--- config.mk ---
export PLATFORM = sky130hd
export DESIGN_NAME = fetch_frontend
export DESIGN_NICKNAME = d
export VERILOG_FILES = /design/src/hw/fetch_pkg.sv /design/src/hw/icache_pkg.sv /design/src/hw/icache_interface.sv /design/src/hw/icache_array.sv /design/src/hw/icache_ctrl.sv /design/src/hw/fetch_frontend.sv
export SDC_FILE = /design/constraint.sdc
export NUM_CORES = 2
export LEC_CHECK = 0
export ABC_AREA = 1
export BUFFER_PORTS_ARGS = -buffer_cell sky130_fd_sc_hd__clkbuf_2
export CAP_MARGIN = 10
export CORE_ASPECT_RATIO = 1.25
export CORE_UTILIZATION = 45
export DETAILED_ROUTE_END_ITERATION = 8
export SLEW_MARGIN = 20
export SYNTH_ARGS = -nofsm -noshare
export SYNTH_HDL_FRONTEND = slang
export SYNTH_HIERARCHICAL = 1
export SYNTH_SLANG_ARGS = --single-unit
--- constraint.sdc ---
create_clock -name clk_i -period 15.16 [get_ports clk_i]
set_input_delay 1.516 -clock clk_i [delete_from_list [all_inputs] [get_ports clk_i]]
set_output_delay 1.516 -clock clk_i [all_outputs]
set_load 0.02 [all_outputs]
--- src/hw/fetch_pkg.sv ---
// Fetch address, instruction and line types shared by the fetch front end and the icache
package fetch_pkg;

    // Physical fetch address width
    localparam int ADDR_W = 32;

    // Set index field sized for the largest cache, narrower caches use the low bits
    localparam int INDEX_W = 6;

    // Words per cache line
    localparam int LINE_WORDS = 4;

    // One fetch address
    typedef logic [ADDR_W-1:0] addr_t;

    // One instruction word
    typedef logic [31:0] instr_t;

    // One 128-bit line, word 0 in the low bits
    typedef logic [LINE_WORDS*32-1:0] icache_line_t;

    // Fetch address seen raw or split into cache fields
    typedef union packed {
        addr_t raw;
        struct packed {
            logic [ADDR_W-INDEX_W-5:0] tag;
            logic [INDEX_W-1:0]        index;
            // Word within the line, address bits 3:2
            logic [1:0]                word;
            logic [1:0]                byte_off;
        } f;
    } fetch_addr_u;

endpackage

--- src/hw/icache_pkg.sv ---
// Instruction cache organization constants and FSM state types for controller and line buffer
package icache_pkg;

    // Largest set count the index field of the fetch address can hold
    localparam int MAX_SETS = 2 ** fetch_pkg::INDEX_W;

    // Stored tag is the whole line address
    // Keeps the compare exact for any set count up to MAX_SETS
    localparam int TAG_W = fetch_pkg::ADDR_W - 4;

    // Cache controller states
    typedef enum logic [1:0] {
        // Waiting for a request, only state with ready high
        Idle,
        // Array output valid, tag compare
        Lookup,
        // Four single reads on Wishbone
        Refill,
        // One-cycle response to the line buffer
        Respond
    } icache_state_t;

    // Line buffer request states
    typedef enum logic [1:0] {
        ResetState,
        NoReq,
        ReqValid,
        Replay
    } ifc_state_t;

endpackage

--- src/hw/icache_interface.sv ---
// Line buffer between fetch stage and icache, requests a line only when the fetch leaves it
`timescale 1ns/1ns

module icache_interface (
    input  logic                     clk_i,
    input  logic                     rstn_i,
    // Fetch stage side
    input  logic                     fetch_req_valid_i,
    input  fetch_pkg::addr_t         fetch_vaddr_i,
    input  logic                     fetch_invalidate_i,
    output logic                     fetch_valid_o,
    output fetch_pkg::instr_t        fetch_instr_o,
    output logic                     fetch_fault_o,
    // Cache request
    input  logic                     icache_req_ready_i,
    output logic                     icache_req_valid_o,
    output fetch_pkg::addr_t         icache_req_addr_o,
    output logic                     icache_invalidate_o,
    // Cache response, one cycle wide
    input  logic                     icache_resp_valid_i,
    input  fetch_pkg::addr_t         icache_resp_addr_i,
    input  fetch_pkg::icache_line_t  icache_resp_line_i,
    input  logic                     icache_resp_fault_i
);

    icache_pkg::ifc_state_t  state_q, state_d;
    fetch_pkg::fetch_addr_u  fetch_fa, resp_fa, buf_addr_q, req_addr_q;
    fetch_pkg::icache_line_t buf_line_q;
    fetch_pkg::icache_line_t line_sel;
    logic                    buf_valid_q;
    logic                    buffer_miss;
    logic                    resp_match;
    logic                    pending;
    logic                    need;
    logic                    load;

    // Same line when everything above the word offset agrees
    function automatic logic same_line(fetch_pkg::fetch_addr_u a, fetch_pkg::fetch_addr_u b);
        return {a.f.tag, a.f.index} == {b.f.tag, b.f.index};
    endfunction

    assign fetch_fa.raw = fetch_vaddr_i;
    assign resp_fa.raw  = icache_resp_addr_i;

    // Buffer miss on empty buffer or another line
    assign buffer_miss = !buf_valid_q || !same_line(buf_addr_q, fetch_fa);
    // Responses for other lines are stale and ignored
    assign resp_match  = icache_resp_valid_i && same_line(resp_fa, fetch_fa);
    // Request already in flight for the current line
    assign pending     = (state_q == icache_pkg::ReqValid) && same_line(req_addr_q, fetch_fa);
    assign need        = fetch_req_valid_i && buffer_miss && !resp_match && !pending &&
                         (state_q != icache_pkg::ResetState);
    // Faulting lines never enter the buffer
    assign load        = resp_match && !icache_resp_fault_i;

    always_comb begin
        state_d            = state_q;
        icache_req_valid_o = 1'b0;
        case (state_q)
            icache_pkg::ResetState: begin
                state_d = icache_pkg::NoReq;
            end
            default: begin
                if (resp_match) begin
                    state_d = icache_pkg::NoReq;
                end else if (pending) begin
                    state_d = icache_pkg::ReqValid;
                end else if (need) begin
                    // Cache busy with an older line, wait and issue again in Replay
                    icache_req_valid_o = icache_req_ready_i;
                    state_d = icache_req_ready_i ? icache_pkg::ReqValid : icache_pkg::Replay;
                end else begin
                    state_d = icache_pkg::NoReq;
                end
            end
        endcase
    end

    always_ff @(posedge clk_i or negedge rstn_i) begin
        if (!rstn_i) begin
            state_q     <= icache_pkg::ResetState;
            buf_valid_q <= 1'b0;
        end else begin
            state_q <= state_d;
            // Invalidate beats a response landing in the same cycle
            if (fetch_invalidate_i) begin
                buf_valid_q <= 1'b0;
            end else if (load) begin
                buf_valid_q <= 1'b1;
            end
        end
    end

    always_ff @(posedge clk_i) begin
        if (load) begin
            buf_line_q <= icache_resp_line_i;
            buf_addr_q <= resp_fa;
        end
        if (icache_req_valid_o) begin
            req_addr_q <= fetch_fa;
        end
    end

    // Word served from the response in its cycle, otherwise from the buffer
    assign line_sel      = resp_match ? icache_resp_line_i : buf_line_q;
    assign fetch_instr_o = line_sel[fetch_fa.f.word*32 +: 32];

    assign fetch_valid_o = fetch_req_valid_i && (state_q != icache_pkg::ResetState) &&
                           (!buffer_miss || resp_match);
    // A buffer miss served in this cycle came from the response
    assign fetch_fault_o = fetch_valid_o && buffer_miss && icache_resp_fault_i;

    assign icache_req_addr_o   = fetch_vaddr_i;
    assign icache_invalidate_o = fetch_invalidate_i;

    // Controller answers the request handed over last
    a_resp_for_last_req: assert property (@(posedge clk_i) disable iff (!rstn_i)
        icache_resp_valid_i |-> (icache_resp_addr_i == req_addr_q.raw));

endmodule

--- src/hw/icache_array.sv ---
// Direct-mapped icache storage with registered read, refill write and flash invalidate
`timescale 1ns/1ns

module icache_array #(
    parameter  int NUM_SETS = 16,
    localparam int IDX_W    = $clog2(NUM_SETS)
) (
    input  logic                          clk_i,
    input  logic                          rstn_i,
    // Read port, data one cycle after the index
    input  logic [IDX_W-1:0]              rd_index_i,
    output logic                          rd_valid_o,
    output logic [icache_pkg::TAG_W-1:0]  rd_tag_o,
    output fetch_pkg::icache_line_t       rd_line_o,
    // Refill write port
    input  logic                          wr_en_i,
    input  logic [IDX_W-1:0]              wr_index_i,
    input  logic [icache_pkg::TAG_W-1:0]  wr_tag_i,
    input  fetch_pkg::icache_line_t       wr_line_i,
    // Clears every valid bit
    input  logic                          flush_i
);

    logic [NUM_SETS-1:0]          valid_q;
    logic [icache_pkg::TAG_W-1:0] tag_mem [NUM_SETS];
    fetch_pkg::icache_line_t      data_mem [NUM_SETS];

    // Set count must fit the index field of the fetch address
    initial begin
        assert (NUM_SETS >= 2 && NUM_SETS <= icache_pkg::MAX_SETS)
            else $fatal(1, "icache_array: NUM_SETS out of range");
    end

    always_ff @(posedge clk_i or negedge rstn_i) begin
        if (!rstn_i) begin
            valid_q    <= '0;
            rd_valid_o <= 1'b0;
        end else begin
            // Flush wins over a refill write
            if (flush_i) begin
                valid_q <= '0;
            end else if (wr_en_i) begin
                valid_q[wr_index_i] <= 1'b1;
            end
            rd_valid_o <= valid_q[rd_index_i] && !flush_i;
        end
    end

    always_ff @(posedge clk_i) begin
        if (wr_en_i && !flush_i) begin
            tag_mem[wr_index_i]  <= wr_tag_i;
            data_mem[wr_index_i] <= wr_line_i;
        end
        // Read before write on the same set
        rd_tag_o  <= tag_mem[rd_index_i];
        rd_line_o <= data_mem[rd_index_i];
    end

endmodule

--- src/hw/icache_ctrl.sv ---
// Icache lookup and four-beat Wishbone classic refill, answers the line buffer with a pulse
`timescale 1ns/1ns

module icache_ctrl #(
    parameter  int NUM_SETS = 16,
    localparam int IDX_W    = $clog2(NUM_SETS)
) (
    input  logic                          clk_i,
    input  logic                          rstn_i,
    // Request from the line buffer
    input  logic                          req_valid_i,
    input  fetch_pkg::addr_t              req_addr_i,
    input  logic                          invalidate_i,
    output logic                          req_ready_o,
    // Response, held one cycle
    output logic                          resp_valid_o,
    output fetch_pkg::addr_t              resp_addr_o,
    output fetch_pkg::icache_line_t       resp_line_o,
    output logic                          resp_fault_o,
    // Array ports
    output logic [IDX_W-1:0]              rd_index_o,
    input  logic                          rd_valid_i,
    input  logic [icache_pkg::TAG_W-1:0]  rd_tag_i,
    input  fetch_pkg::icache_line_t       rd_line_i,
    output logic                          wr_en_o,
    output logic [IDX_W-1:0]              wr_index_o,
    output logic [icache_pkg::TAG_W-1:0]  wr_tag_o,
    output fetch_pkg::icache_line_t       wr_line_o,
    output logic                          flush_o,
    // Wishbone classic master, reads only
    output logic                          wb_cyc_o,
    output logic                          wb_stb_o,
    output fetch_pkg::addr_t              wb_adr_o,
    input  fetch_pkg::instr_t             wb_dat_i,
    input  logic                          wb_ack_i,
    input  logic                          wb_err_i
);

    icache_pkg::icache_state_t state_q, state_d;
    fetch_pkg::fetch_addr_u    in_fa, req_q, wb_fa;
    fetch_pkg::icache_line_t   line_q;
    logic [1:0]                beat_q;
    logic                      fault_q;
    logic                      hit;
    logic                      last_ack;

    assign in_fa.raw   = req_addr_i;
    // Array reads the incoming index so its output is ready in Lookup
    assign rd_index_o  = in_fa.f.index[IDX_W-1:0];
    assign req_ready_o = (state_q == icache_pkg::Idle);
    assign hit         = rd_valid_i && (rd_tag_i == {req_q.f.tag, req_q.f.index});
    assign last_ack    = wb_ack_i && !wb_err_i && (beat_q == 2'd3);

    always_comb begin
        state_d = state_q;
        case (state_q)
            icache_pkg::Idle:    if (req_valid_i) state_d = icache_pkg::Lookup;
            icache_pkg::Lookup:  state_d = hit ? icache_pkg::Respond : icache_pkg::Refill;
            // Error ends the refill at once
            icache_pkg::Refill:  if (wb_err_i || last_ack) state_d = icache_pkg::Respond;
            default:             state_d = icache_pkg::Idle;
        endcase
    end

    always_ff @(posedge clk_i or negedge rstn_i) begin
        if (!rstn_i) begin
            state_q <= icache_pkg::Idle;
            beat_q  <= 2'd0;
            fault_q <= 1'b0;
        end else begin
            state_q <= state_d;
            if (state_q == icache_pkg::Lookup) begin
                beat_q  <= 2'd0;
                fault_q <= 1'b0;
            end else if (state_q == icache_pkg::Refill) begin
                if (wb_err_i) begin
                    fault_q <= 1'b1;
                end else if (wb_ack_i) begin
                    beat_q <= beat_q + 2'd1;
                end
            end
        end
    end

    always_ff @(posedge clk_i) begin
        if (req_valid_i && req_ready_o) begin
            req_q <= in_fa;
        end
        if (state_q == icache_pkg::Lookup && hit) begin
            line_q <= rd_line_i;
        end else if (state_q == icache_pkg::Refill && wb_ack_i && !wb_err_i) begin
            line_q[beat_q*32 +: 32] <= wb_dat_i;
        end
    end

    // Beat address walks words 0 to 3 of the line
    always_comb begin
        wb_fa            = req_q;
        wb_fa.f.word     = beat_q;
        wb_fa.f.byte_off = 2'b00;
    end

    assign wb_cyc_o = (state_q == icache_pkg::Refill);
    assign wb_stb_o = (state_q == icache_pkg::Refill);
    assign wb_adr_o = wb_fa.raw;

    // Last word goes straight from the bus into the array
    assign wr_en_o    = (state_q == icache_pkg::Refill) && last_ack;
    assign wr_index_o = req_q.f.index[IDX_W-1:0];
    assign wr_tag_o   = {req_q.f.tag, req_q.f.index};
    assign wr_line_o  = {wb_dat_i, line_q[3*32-1:0]};
    assign flush_o    = invalidate_i;

    assign resp_valid_o = (state_q == icache_pkg::Respond);
    assign resp_addr_o  = req_q.raw;
    assign resp_line_o  = line_q;
    assign resp_fault_o = fault_q;

    // Classic master holds strobe and address until ack or err
    a_adr_hold: assert property (@(posedge clk_i) disable iff (!rstn_i)
        (wb_stb_o && !wb_ack_i && !wb_err_i) |=> (wb_stb_o && $stable(wb_adr_o)));

    // Line written on the last beat is the line handed to the buffer
    a_refill_resp_line: assert property (@(posedge clk_i) disable iff (!rstn_i)
        wr_en_o |=> (resp_valid_o && !resp_fault_o && (resp_line_o == $past(wr_line_o))));

endmodule

--- src/hw/fetch_frontend.sv ---
// Instruction fetch front end top, line buffer and direct-mapped icache on a Wishbone port
`timescale 1ns/1ns

module fetch_frontend #(
    parameter  int NUM_SETS = 16,
    localparam int IDX_W    = $clog2(NUM_SETS)
) (
    input  logic               clk_i,
    input  logic               rstn_i,
    // Fetch stage
    input  logic               fetch_req_valid_i,
    input  fetch_pkg::addr_t   fetch_vaddr_i,
    input  logic               fetch_invalidate_i,
    output logic               fetch_valid_o,
    output fetch_pkg::instr_t  fetch_instr_o,
    output logic               fetch_fault_o,
    // Wishbone classic master
    output logic               wb_cyc_o,
    output logic               wb_stb_o,
    output logic               wb_we_o,
    output fetch_pkg::addr_t   wb_adr_o,
    output logic [3:0]         wb_sel_o,
    input  fetch_pkg::instr_t  wb_dat_i,
    input  logic               wb_ack_i,
    input  logic               wb_err_i
);

    logic                         req_valid, req_ready, invalidate;
    fetch_pkg::addr_t             req_addr, resp_addr;
    logic                         resp_valid, resp_fault;
    fetch_pkg::icache_line_t      resp_line, rd_line, wr_line;
    logic [IDX_W-1:0]             rd_index, wr_index;
    logic [icache_pkg::TAG_W-1:0] rd_tag, wr_tag;
    logic                         rd_valid, wr_en, flush;

    // Instruction fetch only reads whole words
    assign wb_we_o  = 1'b0;
    assign wb_sel_o = 4'hf;

    icache_interface u_ifc (
        .clk_i, .rstn_i, .fetch_req_valid_i, .fetch_vaddr_i, .fetch_invalidate_i,
        .fetch_valid_o, .fetch_instr_o, .fetch_fault_o,
        .icache_req_ready_i(req_ready), .icache_req_valid_o(req_valid),
        .icache_req_addr_o(req_addr), .icache_invalidate_o(invalidate),
        .icache_resp_valid_i(resp_valid), .icache_resp_addr_i(resp_addr),
        .icache_resp_line_i(resp_line), .icache_resp_fault_i(resp_fault)
    );

    icache_ctrl #(.NUM_SETS(NUM_SETS)) u_ctrl (
        .clk_i, .rstn_i, .req_valid_i(req_valid), .req_addr_i(req_addr),
        .invalidate_i(invalidate), .req_ready_o(req_ready), .resp_valid_o(resp_valid),
        .resp_addr_o(resp_addr), .resp_line_o(resp_line), .resp_fault_o(resp_fault),
        .rd_index_o(rd_index), .rd_valid_i(rd_valid), .rd_tag_i(rd_tag), .rd_line_i(rd_line),
        .wr_en_o(wr_en), .wr_index_o(wr_index), .wr_tag_o(wr_tag), .wr_line_o(wr_line),
        .flush_o(flush), .wb_cyc_o, .wb_stb_o, .wb_adr_o, .wb_dat_i, .wb_ack_i, .wb_err_i
    );

    icache_array #(.NUM_SETS(NUM_SETS)) u_array (
        .clk_i, .rstn_i, .rd_index_i(rd_index), .rd_valid_o(rd_valid), .rd_tag_o(rd_tag),
        .rd_line_o(rd_line), .wr_en_i(wr_en), .wr_index_i(wr_index), .wr_tag_i(wr_tag),
        .wr_line_i(wr_line), .flush_i(flush)
    );

endmodule

# Yosys cells after proc, flatten, opt, wreduce, memory -nomap -nowiden

Memories as Yosys holds them, arrays and structs flattened. A register that Yosys moved wholly into a read port is not among the register bits.
Cells that the tools add are included.
Widths: inputs -> output; s select.

Memories: 2
ROM bits: 0
Bits in latches: 0
Bits in registers: 377
Bits in writable memories: 2496
Output and inout port bits: 73
Input port bits: 70
Word-level logic and storage cells: 114

Divide/modulo/power cells: 0
Multipliers: 0
Shifts and indexed selects: 3
Reduce and logical (&&, ||, !) cells: 45
Multiplexer cells: 34
Add/sub/neg operators: 2
Equal/unequal tests: 12
Order comparisons: 3
Bitwise logic cells: 1

Memories:

| name             | words | width | rd ports | clocked after Yosys merged registers in | wr ports | RTL line           | source |
|---|---|---|---|---|---|---|---|
| u_array.data_mem | 16    | 128   | 1        | 1                                       | 1        | icache_array.sv:26 | `fetch_pkg::icache_line_t data_mem [NUM_SETS];` |
| u_array.tag_mem  | 16    | 28    | 1        | 1                                       | 1        | icache_array.sv:25 | `logic [icache_pkg::TAG_W-1:0] tag_mem [NUM_SETS];` |

Operator list:

| kind                      | number |
|---|---|
| $mux 128                  | 3 |
| $bwmux 128                | 1 |
| $shift 32x34->128 const A | 1 |
| $shiftx 128x8->32         | 1 |
| $shiftx 32x34->128        | 1 |
| $eq 28x28->1              | 4 |
| $neg 7->34                | 1 |
| $mux 16                   | 2 |
| $logic_and 1x1->1         | 22 |
| $mux 2                    | 10 |
| $or 16x16->16             | 1 |
| $mux 1                    | 15 |
| $reduce_bool 2->1         | 7 |
| $lt 4x5->1 const B        | 2 |
| $eq 2x2->1 const B        | 4 |
| $logic_not 1->1           | 8 |
| $ne 2x1->1 const B        | 3 |
| $pmux 2 s3                | 1 |
| $bmux 1 s4                | 1 |
| $demux 1 s4               | 1 |
| $ge 4x1->1 const B        | 1 |
| $logic_not 2->1           | 2 |
| $reduce_and 2->1          | 2 |
| $logic_or 1x1->1          | 3 |
| 3 further kinds           | 3 |

# Longest topological paths before layout

Depth after elaboration: 13
Mapped depth: 16
Depth with buffers taken out: 16

# Hierarchy

Netlist, hierarchy kept.

By module, submodules not included:

| module           | times used | area each (µm²) | seq. area each (µm²) | cells each |
|---|---|---|---|---|
| icache_array     | 1          | 102360.7        | 78500.3              | 7862 |
| icache_interface | 1          | 11641.2         | 5600.4               | 1560 |
| icache_ctrl      | 1          | 9932.0          | 4929.7               | 1192 |
| fetch_frontend   | 1          | 45.0            | 0.0                  | 7 |

# Least setup slack after synthesis

Ideal clock, no wire load.

Kind: input port to flip-flop
Start point: in fetch_vaddr_i[4]
End point: reg u_ifc/buf_addr_q[10] (netlist name) (enable)
Library setup time: 866 ps
Required time: 14294 ps
Stages: 8
Buffers on the path: 0
Arrival: 12648 ps
Path slack: 1646 ps
Cell sequence: inv_1 -> or2_2 -> nand2_1 -> nor2_1 -> nand2_1 -> nor2_1 -> nand2_1 -> nor3_1

Word-level cells in the longest chain between the ends: 3

Ends and longest elaborated chain:

| item                   | RTL line               | source |
|---|---|---|
| start: declaration     | fetch_frontend.sv:12   | `input fetch_pkg::addr_t fetch_vaddr_i,` |
| $eq 28x28->1           | icache_interface.sv:39 | `return {a.f.tag, a.f.index} == {b.f.tag, b.f.index};` |
| $logic_and 1x1->1      | icache_interface.sv:48 | `assign resp_match = icache_resp_valid_i && same_line(resp_fa, fetch_fa);` |
| $logic_and 1x1->1      | icache_interface.sv:54 | `assign load = resp_match && !icache_resp_fault_i;` |
| named net u_ifc.load   | icache_interface.sv:35 | `logic load;` |
| end signal: assignment | icache_interface.sv:97 | `buf_addr_q <= resp_fa;` |
| end: declaration       | icache_interface.sv:27 | `fetch_pkg::fetch_addr_u fetch_fa, resp_fa, buf_addr_q, req_addr_q;` |

The timed path passes the listed nets, and every way through them passes these cells.
A chain may end at the register's enable or synchronous reset.

# Worst setup path after layout

Start point: in fetch_vaddr_i[4]
End point: out fetch_instr_o[21]

Word-level cells in the longest chain between the ends: 4

Ends and longest elaborated chain:

| item              | RTL line                | source |
|---|---|---|
| $eq 28x28->1      | icache_interface.sv:39  |  |
| $logic_and 1x1->1 | icache_interface.sv:48  |  |
| $mux 128          | icache_interface.sv:105 | `assign line_sel = resp_match ? icache_resp_line_i : buf_line_q;` |
| $shiftx 128x8->32 | icache_interface.sv:106 | `assign fetch_instr_o = line_sel[fetch_fa.f.word*32 +: 32];` |
| end: declaration  | fetch_frontend.sv:15    | `output fetch_pkg::instr_t fetch_instr_o,` |

No other way between the ends.

==> results.tsv <==
metric	value	unit
outcome	finished clean	
grt_pass1_vias	76957	
wl_per_cell	24.96	microns
initial_core_util	45.38	%
num_vias	80773	
area_delta_synth_final	9.362	%
dieHeight	588.5	microns
setup_viol	0	
nFillCells	23452	
hold_violations	0	
r2r_cells	11	
fin_cells	14153	
max_freq	143.9	MHz
p_per_area	132.5	mW/mm^2
rr_startpoint	u_ctrl/state_q[0]	
clockBufferDepth	4	
cts_hold_buffers	0	
avgSynthCellArea	11.67	sq um
period_needed	6.950	ns
utilization	49.63	%
maxSlewViolCount	0	
nets	10426	
grt_first_pass_wirelength	515400	microns
grt_overflow	0	
drtAntennaViolNets	0	
seqCellArea	0.08891	sq mm
ioPinCount	143	
grt_max_degree	216	
critPathCaptureType	primary output	
rsz0062_at_grt	no	
cts-resized-gates	0	
hold_path_class	reg2reg	
numCtsBuffers	296	
crit_type	in2out	
cts.sinks	3017	
antenna_found_initial	24	
worstSkewPairLatency	0.90	ns
core	0.2728	sq mm
dp_cells	13613	
r2r_slack	8.95	ns
tightestPinTransition	1.384	ns
dpl.hpwl	179500	microns
clk_pin_slew	0.06	ns
first_pass_iters	7	
htree_levels	5	
crit_fanout	78	
place_area	0.1259	sq mm
leakagePower	48.58	nW
grt.total_usage	24.98	%
setup_tns	0	ns
p_total	17.94	mW
slew_headroom	7.713	%
die_w	471.2	microns
drive_gt1_share	7.369	%
skew	0.07129	ns
cp-start-kind	input port	
max-cap-violations	0	
postCtsSetupRepairBufs	0	
post_drt_via_cell_ratio	5.707	
routed_wirelength	353300	microns
gp_congestion	0.8456	
synthCells	10613	
dieArea	0.2773	sq mm
syn_area	0.1238	sq mm
drtIter0Drc	8340	
tritoncts	done	
drc	0	
cp-startpoint	fetch_vaddr_i[4]	
ir_drop	0.0001001	V
crit_required	13.64	ns
worstSetupEndpoint	fetch_instr_o[21]	
num_rows	214	
final_cell_area	0.1354	sq mm
numPortBuffers	133	
yosysWarningCount	6	
min_period_over_period	45.84	%
r2r-end	u_array/data_mem[11][78]	
cts-root-buf	clkbuf_16	
crit_arrival	5.43	ns
multi_input_area	0.02812	sq mm
-- worst max-delay path, cell delays in order --
cell,delay [ns]
buf_8,0.40
inv_1,0.26
nand2_1,0.18
nand3_1,0.09
nor2_1,0.10
nand2_1,0.12
nor2_4,0.10
buf_4,0.40
buf_4,0.52
buf_4,0.68
nand3_1,0.14
nand3_1,0.12
nand2_1,0.09
nand2_1,0.08
nand2_1,0.19
clkbuf_2,0.22
-- how the worst min path moves through the flow --
stage / end / from / slack, ns / cells after the start
2_1_floorplan: u_ifc/buf_line_q[100] / u_ctrl/resp_line_o[100] / 0.43 / 0
3_3_place_gp: u_ifc/buf_line_q[97] / u_ctrl/resp_line_o[97] / 0.43 / 0
3_5_place_dp: u_ifc/buf_line_q[97] / u_ctrl/resp_line_o[97] / 0.43 / 0
4_1_cts: u_ifc/buf_line_q[97] / u_ctrl/resp_line_o[97] / 0.45 / 0
5_1_grt: u_ifc/buf_line_q[97] / u_ctrl/resp_line_o[97] / 0.46 / 0
6_report: u_ifc/buf_line_q[115] / u_ctrl/resp_line_o[115] / 0.45 / 0
-- layout make-up --
type / count / share of cell area, %
clock buffers: 430 / 6.294
multi-input cells: 6148 / 20.76
diodes: 4 / 0.007391
inverters: 584 / 1.643
well taps: 3564 / 3.293
flip-flops and latches: 3017 / 65.66
clock inverters: 106 / 0.7632
repair buffers: 300 / 1.582
-- per-layer routing --
layer / global-route usage, % / wire [microns] / vias to the layer above
li1: - / - / 36253
met1: 33.95 / 144900 / 40440
met2: 41.65 / 170200 / 3442
met3: 3.330 / 27450 / 616
met4: 7.717 / 10590 / 22
met5: 0 / 139 / -
-- stage by stage --
step / setup WS, ns / hold slack (ns)
floorplan: 1.646 / 0.4264
global placement: 7.980 / 0.4305
detailed placement: 7.947 / 0.4348
CTS: 8.193 / 0.4488
global route: 7.954 / 0.4553
finish: 8.210 / 0.4468
-- cell usage in the layout (no fill, tap or decap), types with 11 or more instances in the layout --
master        n
clkinv_1     39
xor2_1       11
nand2_1    2355
dfxtp_1     156
edfxtp_1   2836
a21oi_1     125
o21ai_0     762
o22ai_1      19
clkbuf_1     84
buf_12       13
nand3_1    1241
xnor2_1      18
clkbuf_16   306
nand4_1      16
inv_2        18
o211ai_1    436
inv_1       557
clkbuf_2    128
clkbuf_8     40
o21ai_1      23
and2_1       18
bufinv_16    16
nor2_4       20
dfrtp_1      24
buf_4       153
clkinv_2     31
nor2_1     1048
-- flip-flops by register name, indices dropped and copies added (netlist names), 16 cells and up --
signal	cells
u_ifc/buf_line_q	128
u_ctrl/resp_line_o	128
u_array/data_mem	2048
u_ifc/req_addr_q	28
u_ifc/buf_addr_q	28
u_array/tag_mem	448
u_array/rd_tag_o	28
u_array/valid_q	16
u_array/rd_line_o	128
u_ctrl/resp_addr_o	28
-- power breakdown --
| part | switching, mW | total (mW) | internal [mW] |
|---|---|---|---|
| Sequential | 0.165 | 9.43 | 9.26 |
| Clock | 3.11 | 7.30 | 4.19 |
| Combinational | 0.921 | 1.21 | 0.293 |
Power figures use the tool's default switching activity.
